## config.mk

```make
export PLATFORM = sky130hd
export DESIGN_NAME = cpu_top
export DESIGN_NICKNAME = d
export VERILOG_FILES = /design/src/rtl/cpu_pkg.sv /design/src/rtl/ctrl_if.sv /design/src/rtl/alu.sv /design/src/rtl/register_file.sv /design/src/rtl/controller.sv /design/src/rtl/datapath.sv /design/src/rtl/cpu_top.sv
export VERILOG_INCLUDE_DIRS = /design/src /design/src/rtl
export SDC_FILE = /design/constraint.sdc
export NUM_CORES = 2
export LEC_CHECK = 0
export BUFFER_PORTS_ARGS = -buffer_cell sky130_fd_sc_hd__buf_2
export CORE_MARGIN = 2
export CORE_UTILIZATION = 60
export DETAILED_ROUTE_END_ITERATION = 8
export GPL_ROUTABILITY_DRIVEN = 0
export HOLD_SLACK_MARGIN = 0.05
export PLACE_DENSITY = 0.77
export SLEW_MARGIN = 20
export SYNTH_ARGS = -nofsm -noshare
export SYNTH_HDL_FRONTEND = slang
export SYNTH_SLANG_ARGS = --single-unit
```

## constraint.sdc

```tcl
create_clock -name clock -period 47.8 [get_ports clock]
set_input_delay 4.78 -clock clock [delete_from_list [all_inputs] [get_ports clock]]
set_output_delay 4.78 -clock clock [all_outputs]
set_load 0.03 [all_outputs]
```

## src/rtl/cpu_config.svh

```systemverilog
`ifndef cpu_config_svh
`define cpu_config_svh

`define CPU_DATA_WIDTH 32
`define CPU_REG_COUNT  32
`define CPU_RESET_PC   32'h0000_0000

// major opcodes, ir[30:25]
`define OP_TY_BASE 6'h20
`define OP_ADDI    6'h28
`define OP_XORI    6'h2B
`define OP_ORI     6'h2C
`define OP_MOVI    6'h22
`define OP_LWI     6'h02
`define OP_SWI     6'h0A
`define OP_TY_LS   6'h1C

// base type sub-opcodes, ir[4:0]
`define SUB_ADD   5'd0
`define SUB_SUB   5'd1
`define SUB_AND   5'd2
`define SUB_XOR   5'd3
`define SUB_OR    5'd4
`define SUB_SLLI  5'd8
`define SUB_SRLI  5'd9
`define SUB_ROTRI 5'd11

// load/store sub-opcodes, ir[7:0]
`define SUB_LW 8'h02
`define SUB_SW 8'h0A

`endif

```

## src/rtl/cpu_pkg.sv

```systemverilog
`include "cpu_config.svh"

package cpu_pkg;

	typedef logic [`CPU_DATA_WIDTH-1:0] word_t;
	typedef logic [$clog2(`CPU_REG_COUNT)-1:0] reg_addr_t;
	typedef logic [5:0] opcode_t;
	typedef logic [4:0] sub_op_t;

	typedef enum logic [2:0] {
		s_fetch,
		s_decode,
		s_execute,
		s_memory,
		s_writeback
	} state_t;

	typedef enum logic [2:0] {
		alu_add,
		alu_sub,
		alu_and,
		alu_or,
		alu_xor,
		alu_sll,
		alu_srl,
		alu_rotr
	} alu_op_t;

	// operand b source
	typedef enum logic [1:0] {sel_reg, sel_shamt, sel_simm15, sel_uimm15} operand_sel_t;

	// register write source
	typedef enum logic [1:0] {wb_alu, wb_movi, wb_load} wb_sel_t;

endpackage

```

## src/rtl/ctrl_if.sv

```systemverilog
`timescale 1ns/10ps

interface ctrl_if;

	logic load_ir;
	logic load_pc;
	logic latch_result;
	logic reg_write;
	cpu_pkg::alu_op_t alu_op;
	cpu_pkg::operand_sel_t operand_sel;
	cpu_pkg::wb_sel_t wb_sel;
	// address from ra + rb << sv instead of ra + imm15 << 2
	logic addr_indexed;

	modport control (
		output load_ir, load_pc, latch_result, reg_write,
		output alu_op, operand_sel, wb_sel, addr_indexed
	);

	modport path (
		input load_ir, load_pc, latch_result, reg_write,
		input alu_op, operand_sel, wb_sel, addr_indexed
	);

endinterface

```

## src/rtl/alu.sv

```systemverilog
`timescale 1ns/10ps

module alu (
	input cpu_pkg::word_t operand_a,
	input cpu_pkg::word_t operand_b,
	input cpu_pkg::alu_op_t op,
	output cpu_pkg::word_t result
);

	logic [4:0] shift;
	logic [2*$bits(cpu_pkg::word_t)-1:0] rot_pair;

	assign shift = operand_b[4:0];

	// rotate right via a doubled word
	assign rot_pair = {operand_a, operand_a} >> shift;

	always_comb begin
		case (op)
			cpu_pkg::alu_add: result = operand_a + operand_b;
			cpu_pkg::alu_sub: result = operand_a - operand_b;
			cpu_pkg::alu_and: result = operand_a & operand_b;
			cpu_pkg::alu_or: result = operand_a | operand_b;
			cpu_pkg::alu_xor: result = operand_a ^ operand_b;
			cpu_pkg::alu_sll: result = operand_a << shift;
			cpu_pkg::alu_srl: result = operand_a >> shift;
			cpu_pkg::alu_rotr: result = rot_pair[$bits(cpu_pkg::word_t)-1:0];
			default: result = operand_a + operand_b;
		endcase
	end

endmodule

```

## src/rtl/register_file.sv

```systemverilog
`timescale 1ns/10ps
`include "cpu_config.svh"

module register_file (
	input logic clock,
	input logic reset,
	input cpu_pkg::reg_addr_t read_a_addr,
	input cpu_pkg::reg_addr_t read_b_addr,
	output cpu_pkg::word_t read_a,
	output cpu_pkg::word_t read_b,
	input logic write_enable,
	input cpu_pkg::reg_addr_t write_addr,
	input cpu_pkg::word_t write_data
);

	cpu_pkg::word_t regs [`CPU_REG_COUNT];

	// r0 is a normal register in this ISA
	always_ff @(posedge clock or posedge reset) begin
		if (reset) begin
			for (int i = 0; i < `CPU_REG_COUNT; i++)
				regs[i] <= '0;
		end else if (write_enable) begin
			regs[write_addr] <= write_data;
		end
	end

	// asynchronous reads
	assign read_a = regs[read_a_addr];
	assign read_b = regs[read_b_addr];

endmodule

```

## src/rtl/controller.sv

```systemverilog
`timescale 1ns/10ps
`include "cpu_config.svh"

module controller (
	input logic clock,
	input logic reset,
	input cpu_pkg::word_t ir,
	ctrl_if.control ctl,
	output logic imem_req,
	input logic imem_ack,
	output logic dmem_req,
	output logic dmem_write,
	input logic dmem_ack
);

	cpu_pkg::state_t state;
	cpu_pkg::opcode_t opcode;
	cpu_pkg::sub_op_t sub_base;
	logic [7:0] sub_ls;

	// set once a request is answered, cleared when ack is seen low
	logic imem_wait_low;
	logic dmem_wait_low;
	logic imem_free;

	cpu_pkg::alu_op_t dec_alu_op;
	cpu_pkg::operand_sel_t dec_operand_sel;
	cpu_pkg::wb_sel_t dec_wb_sel;
	logic dec_reg_write;
	logic dec_indexed;
	logic mem_read;
	logic mem_write;
	logic mem_access;

	assign opcode = ir[30:25];
	assign sub_base = ir[4:0];
	assign sub_ls = ir[7:0];
	assign mem_access = mem_read || mem_write;
	assign imem_free = !imem_wait_low || !imem_ack;

	always_comb begin
		dec_alu_op = cpu_pkg::alu_add;
		dec_operand_sel = cpu_pkg::sel_reg;
		dec_wb_sel = cpu_pkg::wb_alu;
		dec_reg_write = 1'b0;
		dec_indexed = 1'b0;
		mem_read = 1'b0;
		mem_write = 1'b0;
		case (opcode)
			`OP_TY_BASE: begin
				dec_reg_write = 1'b1;
				case (sub_base)
					`SUB_ADD: dec_alu_op = cpu_pkg::alu_add;
					`SUB_SUB: dec_alu_op = cpu_pkg::alu_sub;
					`SUB_AND: dec_alu_op = cpu_pkg::alu_and;
					`SUB_XOR: dec_alu_op = cpu_pkg::alu_xor;
					`SUB_OR: dec_alu_op = cpu_pkg::alu_or;
					`SUB_SLLI: begin
						dec_alu_op = cpu_pkg::alu_sll;
						dec_operand_sel = cpu_pkg::sel_shamt;
					end
					`SUB_SRLI: begin
						dec_alu_op = cpu_pkg::alu_srl;
						dec_operand_sel = cpu_pkg::sel_shamt;
					end
					`SUB_ROTRI: begin
						dec_alu_op = cpu_pkg::alu_rotr;
						dec_operand_sel = cpu_pkg::sel_shamt;
					end
					// unknown sub-opcode is a no-op
					default: dec_reg_write = 1'b0;
				endcase
			end
			`OP_ADDI: begin
				dec_operand_sel = cpu_pkg::sel_simm15;
				dec_reg_write = 1'b1;
			end
			`OP_XORI: begin
				dec_alu_op = cpu_pkg::alu_xor;
				dec_operand_sel = cpu_pkg::sel_uimm15;
				dec_reg_write = 1'b1;
			end
			`OP_ORI: begin
				dec_alu_op = cpu_pkg::alu_or;
				dec_operand_sel = cpu_pkg::sel_uimm15;
				dec_reg_write = 1'b1;
			end
			`OP_MOVI: begin
				dec_wb_sel = cpu_pkg::wb_movi;
				dec_reg_write = 1'b1;
			end
			`OP_LWI: begin
				dec_wb_sel = cpu_pkg::wb_load;
				dec_reg_write = 1'b1;
				mem_read = 1'b1;
			end
			`OP_SWI: mem_write = 1'b1;
			`OP_TY_LS: begin
				dec_indexed = 1'b1;
				if (sub_ls == `SUB_LW) begin
					dec_wb_sel = cpu_pkg::wb_load;
					dec_reg_write = 1'b1;
					mem_read = 1'b1;
				end else if (sub_ls == `SUB_SW) begin
					mem_write = 1'b1;
				end
			end
			default: dec_reg_write = 1'b0;
		endcase
	end

	always_ff @(posedge clock or posedge reset) begin
		if (reset) begin
			state <= cpu_pkg::s_fetch;
			imem_req <= 1'b0;
			dmem_req <= 1'b0;
			dmem_write <= 1'b0;
			imem_wait_low <= 1'b0;
			dmem_wait_low <= 1'b0;
		end else begin
			if (imem_wait_low && !imem_ack)
				imem_wait_low <= 1'b0;
			case (state)
				cpu_pkg::s_fetch: begin
					if (imem_req && imem_ack) begin
						imem_req <= 1'b0;
						imem_wait_low <= 1'b1;
						state <= cpu_pkg::s_decode;
					end else if (!imem_req && imem_free) begin
						imem_req <= 1'b1;
					end
				end
				cpu_pkg::s_decode: state <= cpu_pkg::s_execute;
				cpu_pkg::s_execute: state <= cpu_pkg::s_memory;
				cpu_pkg::s_memory: begin
					if (!mem_access) begin
						state <= cpu_pkg::s_writeback;
					end else if (dmem_req) begin
						if (dmem_ack) begin
							dmem_req <= 1'b0;
							dmem_write <= 1'b0;
							dmem_wait_low <= 1'b1;
						end
					end else if (dmem_wait_low) begin
						if (!dmem_ack) begin
							dmem_wait_low <= 1'b0;
							state <= cpu_pkg::s_writeback;
						end
					end else if (!dmem_ack) begin
						dmem_req <= 1'b1;
						dmem_write <= mem_write;
					end
				end
				cpu_pkg::s_writeback: state <= cpu_pkg::s_fetch;
				default: state <= cpu_pkg::s_fetch;
			endcase
		end
	end

	assign ctl.load_ir = (state == cpu_pkg::s_fetch) && imem_req && imem_ack;
	// second pulse on a load ack captures the read data
	assign ctl.latch_result = (state == cpu_pkg::s_execute) ||
		((state == cpu_pkg::s_memory) && dmem_req && dmem_ack && mem_read);
	assign ctl.load_pc = (state == cpu_pkg::s_writeback);
	assign ctl.reg_write = (state == cpu_pkg::s_writeback) && dec_reg_write;
	assign ctl.alu_op = dec_alu_op;
	assign ctl.operand_sel = dec_operand_sel;
	assign ctl.wb_sel = dec_wb_sel;
	assign ctl.addr_indexed = dec_indexed;

	assert property (@(posedge clock) disable iff (reset)
		imem_req && !imem_ack |=> imem_req)
		else $error("imem_req dropped before imem_ack");

	assert property (@(posedge clock) disable iff (reset)
		dmem_req && !dmem_ack |=> dmem_req)
		else $error("dmem_req dropped before dmem_ack");

	assert property (@(posedge clock) disable iff (reset) dmem_write |-> dmem_req)
		else $error("dmem_write high without dmem_req");

	assert property (@(posedge clock) disable iff (reset)
		state inside {cpu_pkg::s_fetch, cpu_pkg::s_decode, cpu_pkg::s_execute,
			cpu_pkg::s_memory, cpu_pkg::s_writeback})
		else $error("illegal controller state %0d", state);

endmodule

```

## src/rtl/datapath.sv

```systemverilog
`timescale 1ns/10ps
`include "cpu_config.svh"

module datapath (
	input logic clock,
	input logic reset,
	ctrl_if.path ctl,
	output cpu_pkg::word_t ir,
	output cpu_pkg::word_t imem_addr,
	input cpu_pkg::word_t imem_rdata,
	output cpu_pkg::word_t dmem_addr,
	output cpu_pkg::word_t dmem_wdata,
	input cpu_pkg::word_t dmem_rdata
);

	cpu_pkg::word_t pc;
	cpu_pkg::word_t result_reg;
	cpu_pkg::word_t addr_reg;
	cpu_pkg::word_t load_data;
	cpu_pkg::word_t read_a;
	cpu_pkg::word_t read_b;
	cpu_pkg::word_t simm15;
	cpu_pkg::word_t uimm15;
	cpu_pkg::word_t simm20;
	cpu_pkg::word_t shamt;
	cpu_pkg::word_t operand_b;
	cpu_pkg::word_t alu_result;
	cpu_pkg::word_t mem_offset;
	cpu_pkg::word_t wb_data;
	cpu_pkg::reg_addr_t rt;
	cpu_pkg::reg_addr_t ra;
	cpu_pkg::reg_addr_t rb;
	cpu_pkg::reg_addr_t read_b_addr;
	logic [1:0] sv;

	assign rt = ir[24:20];
	assign ra = ir[19:15];
	assign rb = ir[14:10];
	assign sv = ir[9:8];
	assign simm15 = {{(`CPU_DATA_WIDTH-15){ir[14]}}, ir[14:0]};
	assign uimm15 = {{(`CPU_DATA_WIDTH-15){1'b0}}, ir[14:0]};
	assign simm20 = {{(`CPU_DATA_WIDTH-20){ir[19]}}, ir[19:0]};
	assign shamt = {{(`CPU_DATA_WIDTH-5){1'b0}}, ir[14:10]};

	// port b reads rb while results latch, rt afterwards for store data
	assign read_b_addr = ctl.latch_result ? rb : rt;

	register_file regs (
		.clock(clock),
		.reset(reset),
		.read_a_addr(ra),
		.read_b_addr(read_b_addr),
		.read_a(read_a),
		.read_b(read_b),
		.write_enable(ctl.reg_write),
		.write_addr(rt),
		.write_data(wb_data)
	);

	always_comb begin
		case (ctl.operand_sel)
			cpu_pkg::sel_shamt: operand_b = shamt;
			cpu_pkg::sel_simm15: operand_b = simm15;
			cpu_pkg::sel_uimm15: operand_b = uimm15;
			default: operand_b = read_b;
		endcase
	end

	alu u_alu (
		.operand_a(read_a),
		.operand_b(operand_b),
		.op(ctl.alu_op),
		.result(alu_result)
	);

	assign mem_offset = ctl.addr_indexed ? (read_b << sv) : (simm15 << 2);

	always_comb begin
		case (ctl.wb_sel)
			cpu_pkg::wb_movi: wb_data = simm20;
			cpu_pkg::wb_load: wb_data = load_data;
			default: wb_data = result_reg;
		endcase
	end

	always_ff @(posedge clock or posedge reset) begin
		if (reset) begin
			pc <= `CPU_RESET_PC;
			ir <= '0;
		end else begin
			if (ctl.load_ir)
				ir <= imem_rdata;
			if (ctl.load_pc)
				pc <= pc + 4;
		end
	end

	always_ff @(posedge clock) begin
		if (ctl.latch_result) begin
			result_reg <= alu_result;
			addr_reg <= read_a + mem_offset;
			if (ctl.wb_sel == cpu_pkg::wb_load)
				load_data <= dmem_rdata;
		end
	end

	assign imem_addr = pc;
	assign dmem_addr = addr_reg;
	assign dmem_wdata = read_b;

	assert property (@(posedge clock) disable iff (reset) imem_addr[1:0] == 2'b00)
		else $error("unaligned fetch address %h", imem_addr);

endmodule

```

## src/rtl/cpu_top.sv

```systemverilog
`timescale 1ns/10ps

module cpu_top (
	input logic clock,
	input logic reset,
	output logic imem_req,
	output cpu_pkg::word_t imem_addr,
	input logic imem_ack,
	input cpu_pkg::word_t imem_rdata,
	output logic dmem_req,
	output logic dmem_write,
	output cpu_pkg::word_t dmem_addr,
	output cpu_pkg::word_t dmem_wdata,
	input logic dmem_ack,
	input cpu_pkg::word_t dmem_rdata
);

	cpu_pkg::word_t ir;

	ctrl_if ctl ();

	controller u_controller (
		.clock(clock),
		.reset(reset),
		.ir(ir),
		.ctl(ctl.control),
		.imem_req(imem_req),
		.imem_ack(imem_ack),
		.dmem_req(dmem_req),
		.dmem_write(dmem_write),
		.dmem_ack(dmem_ack)
	);

	datapath u_datapath (
		.clock(clock),
		.reset(reset),
		.ctl(ctl.path),
		.ir(ir),
		.imem_addr(imem_addr),
		.imem_rdata(imem_rdata),
		.dmem_addr(dmem_addr),
		.dmem_wdata(dmem_wdata),
		.dmem_rdata(dmem_rdata)
	);

endmodule

```

==> run summary <==
The flow ran to the end, but the final reports show violations. The final reports fail on design-rule violations. At the pin with the least slew margin, the transition time is between 1 and 1.5 ns.

The number of routed nets with antenna violations came out at 0. The cell depth of the worst flop-to-flop path came out at 33. The total of buffers placed on input and output ports is roughly 160. The number of setup buffers added after CTS is 0.

The sink of the worst hold path is u_datapath.imem_addr[31]. The fmax came out at 0.0627 GHz. The count of hold-fix buffers inserted at cts came out at 0. Counting distinct cell types in the post-synthesis netlist gives 98. The total count of max-transition violations in the final report is 0. The final standard cell count with taps included and fillers excluded is between 8000 and 9000. The register cell area after layout came out at ~0.03 mm2.

The aggregate global routing overflow is 0. The detailed-route wire length per cell came out at between 20 and 30 um. The slowest stage of the critical path belongs to the cell o221ai_1. The final hold violation count is 0. The total area inside the core boundary comes to 0.116 mm2. The number of gates resized after CTS is 0. The number of failing setup endpoints in the final timing report is 0. The routed wire length is 251 mm. The share of flip-flops with an asynchronous set or reset after synthesis came out at 91.9%. The sequential element share of the synthesized area is between 40% and 50%. The worst setup path is captured at a primary output. Counting the fill cells in the layout gives 8971. The most used flip-flop cell after synthesis is dfrtp_1.

Dividing the detail-routed via count by the number of cells gives 6.99. The number of buffers on the longest clock path is 3. The post-route clock skew came out at roughly 0.041 ns. In this run the tightest slew margin relative to its limit is ~16%. In this run the critical register-to-register path is launched from u_datapath.ir[4]. The worst setup path is launched from an input pin. The CTS tree is done. Clock tree synthesis found a total of 1189 sinks.

The largest register by flop count is u_datapath.regs.regs. The power density relative to cell area came out at 76.4 mW/mm2. The mean instance size in the synthesized netlist came out at 9.25 um2. The first-pass iteration count of the detailed router is 9. The number of placed instances, taps included, is 8731. The flip-flop count of the largest register after layout is between 1000 and 1500. The number of buffers added by the clock tree synthesis step is 119. The number of cells produced by synthesis is 7560. The first-pass GRT wire length is 371 mm.

In the final design database the tool counted approximately 7500 nets. The starting density of the core is 60.4%. The required arrival time at the worst endpoint is between 40 and 50 ns. The number of cell rows is 125. The initial antenna violation count was 7.

The largest fanout on the critical path is 38. The number of global-route vias before repair is 59000. Counting instances, the worst hold path has a depth of 1. The maximum level of the CTS H-tree is 3. Entering global routing, the biggest net connects about 150 pins. The multi-input combinational cells in the finished layout cover a total of 0.0370 mm2. The final routed DRC violation total came out at between 70 and 80.

The number of DRC markers after the initial detailed-route iteration came out at between 10000 and 15000. The number of flops mapped to enable cells by yosys came out at 96. The minimum period implied by the final worst setup slack came out at roughly 16 ns.

The cell area after synthesis is approximately 0.070 mm2. The total half-perimeter wirelength after legalization and detailed placement came out at 151 mm. The die covers 0.119 mm2. The peak per-stage delay on the critical path is 0.86 ns. The clock latency at the later pin of the worst-skew pair is 0.77 ns.

The post-synthesis register bit count is ~1200. The path class of the lowest-slack min-delay path is reg2reg. The arrival time at the worst endpoint came out at 11.16 ns. The die outline height came out at 345 um.

The worst-case vdd ir drop is 0.0925 mV. The worst register-to-register path ends at u_datapath.result_reg[30]. Adding up every negative setup slack in the final design gives 0 ns.

Dividing the final minimum period by the clock period gives approximately 33%. The register-to-register setup slack is roughly 35 ns. The aggregate global-route resource usage came out at between 40% and 50%. The die is between 300 and 400 um wide.

The number of top-level design ports came out at 167. The analysis attributes to cell leakage a power of 32.2 nW. Compared with the post-synthesis result, the final layout area differs by 8.17%. The critical path goes through buf_2 -> and2_1 -> a21oi_1 -> a21o_4 -> clkinv_2 -> buf_4 -> mux2i_4 -> buf_4 -> nand2_1 -> o221ai_1 -> mux2i_1 -> inv_1 -> buf_2. The Yosys warning count came out at 0. The worst hold path begins at u_datapath.imem_addr[31]. The ratio of cells with drive above 1 in the final layout is 13.9%.

The clock input transition at the sequential cells of the worst setup and hold paths came out at 0.06 ns. The critical path is of the in2out type. The total via count in the routed design is around 63000. Setup repair after global routing left no endpoint under its margin. The number of max-capacitance violations reported came out at 0.

The cell at the root of the clock tree is clkbuf_16.
through the flow:
stage	setup WS, ns	area, um2	util [%]	hold WS [ns]	total power, W
6_report	31.86	75700	65.3	0.481	0.00578
5_1_grt	31.89	75700	65.3	0.511	0.00594
4_1_cts	32.36	75500	65.2	0.480	0.00555
3_5_place_dp	31.71	71400	61.6	0.466	0.00457
3_3_place_gp	32.05	71300	61.6	0.462	0.00451
2_1_floorplan	12.25	70000	-	0.455	0.00353
worst max-delay path: cells and delay by family:
kind                   cells  cell delay [ns]
buffers and inverters      6             2.37
AO/OA/AOI/OAI              3             1.86
multiplexers               2             1.25
AND/OR/NAND/NOR            2             0.87
power by group:
group / switching (W) / leakage, nW / internal [W]
logic: 0.00250 / 14.1 / 0.00105
registers: 0.000116 / 16.1 / 0.00112
clock network: 0.000421 / 2.05 / 0.000567
worst max path at each step:
stage / start / endpoint / slack, ns / cells after the start
final: dmem_ack / dmem_wdata[17] / 31.86 / 13
after global placement: dmem_ack / u_datapath.result_reg[30] / 32.05 / 36
after global routing: dmem_ack / dmem_wdata[17] / 31.89 / 13
after detailed placement: dmem_ack / u_datapath.result_reg[30] / 31.71 / 36
after floorplan: reset / u_controller.dmem_req / 12.25 / 1
after CTS: dmem_ack / dmem_wdata[17] / 32.36 / 13
layer usage:
metal	share of wire (%)	track usage, %	up-vias	routed length, um
met5	0.031	0	-	77
met2	41	58.0	4838	103000
met1	35	53.1	30100	87600
met4	8.5	28.6	12	21300
li1	-	-	26400	-
met3	16	15.4	1238	39100
cell usage after synthesis (11+ instances only):
| library cell | count | area [um2] |
|---|---|---|
| a211oi_1 | 39 | 293 |
| and3_1 | 48 | 300 |
| xor2_1 | 13 | 114 |
| dfrtp_1 | 1093 | 27400 |
| buf_6 | 26 | 293 |
| a221o_1 | 28 | 280 |
| o311ai_0 | 11 | 96.3 |
| nand4_1 | 52 | 325 |
| ha_1 | 132 | 1650 |
| nor2_1 | 217 | 815 |
| xnor2_1 | 103 | 902 |
| mux2i_1 | 322 | 3220 |
| o21ai_0 | 1211 | 6060 |
| o211ai_1 | 19 | 143 |
| o21ai_1 | 16 | 80.1 |
| o31ai_1 | 27 | 203 |
| o21a_1 | 14 | 105 |
| a31oi_1 | 57 | 357 |
| a311oi_1 | 38 | 333 |
| a32oi_1 | 51 | 447 |
| nand3_1 | 329 | 1650 |
| a21o_1 | 20 | 150 |
| a22oi_1 | 32 | 240 |
| inv_1 | 104 | 390 |
| edfxtp_1 | 96 | 2880 |
| mux2_2 | 64 | 721 |
| a21oi_1 | 150 | 751 |
| nor3_1 | 43 | 215 |
| or3_1 | 13 | 81.3 |
| buf_1 | 53 | 199 |
| o221ai_1 | 12 | 105 |
| mux4_2 | 320 | 7210 |
| buf_2 | 104 | 521 |
| and2_1 | 14 | 87.6 |
| a221oi_1 | 30 | 263 |
| clkbuf_1 | 442 | 1660 |
| o22ai_1 | 25 | 156 |
| buf_4 | 28 | 210 |
| nor2b_1 | 22 | 138 |
| nand2_1 | 1972 | 7400 |
cell usage in the layout, fill, tap and decap left out, types with 21 or more instances in the layout:
cell,Yosys,layout
a211oi_1,39,39
a21oi_1,150,150
a221o_1,28,28
a221oi_1,30,30
a22oi_1,32,32
a311oi_1,38,38
a31oi_1,57,57
a32oi_1,51,51
and3_1,48,47
buf_2,104,163
buf_4,28,131
clkbuf_1,442,24
clkbuf_16,0,121
clkbuf_8,0,38
dfrtp_1,1093,1088
edfxtp_1,96,96
ha_1,132,132
inv_1,104,102
mux2_2,64,64
mux2i_1,322,320
mux4_2,320,320
nand2_1,1972,1943
nand2_4,0,21
nand3_1,329,325
nand4_1,52,52
nor2_1,217,214
nor2b_1,22,22
nor3_1,43,38
o21ai_0,1211,1179
o22ai_1,25,25
o31ai_1,27,26
xnor2_1,103,103
cell type report:
| type | count | share of cell area (%) |
|---|---|---|
| Antenna cell | 3 | 0.00992 |
| Clock buffer | 183 | 4.81 |
| Clock inverter | 37 | 0.666 |
| Inverter | 113 | 0.572 |
| Multi-Input combinational cell | 5605 | 48.9 |
| Sequential cell | 1189 | 40.0 |
| Tap cell | 1524 | 2.52 |
| Timing Repair Buffer | 300 | 2.52 |
logic make-up after synthesis:
| logic type | Yosys count | share of synthesized area, % |
|---|---|---|
| AO/OA/AOI/OAI | 1875 | 15.7 |
| XOR/XNOR | 116 | 1.45 |
| adder cells (fa/ha/maj) | 134 | 2.42 |
| buffers and inverters | 767 | 4.73 |
| flip-flops | 1189 | 43.2 |
| multiplexers | 706 | 15.9 |
| other | 1 | 0.00536 |
| AND/OR/NAND/NOR | 2772 | 16.5 |
(Power assumes the default switching activity.)
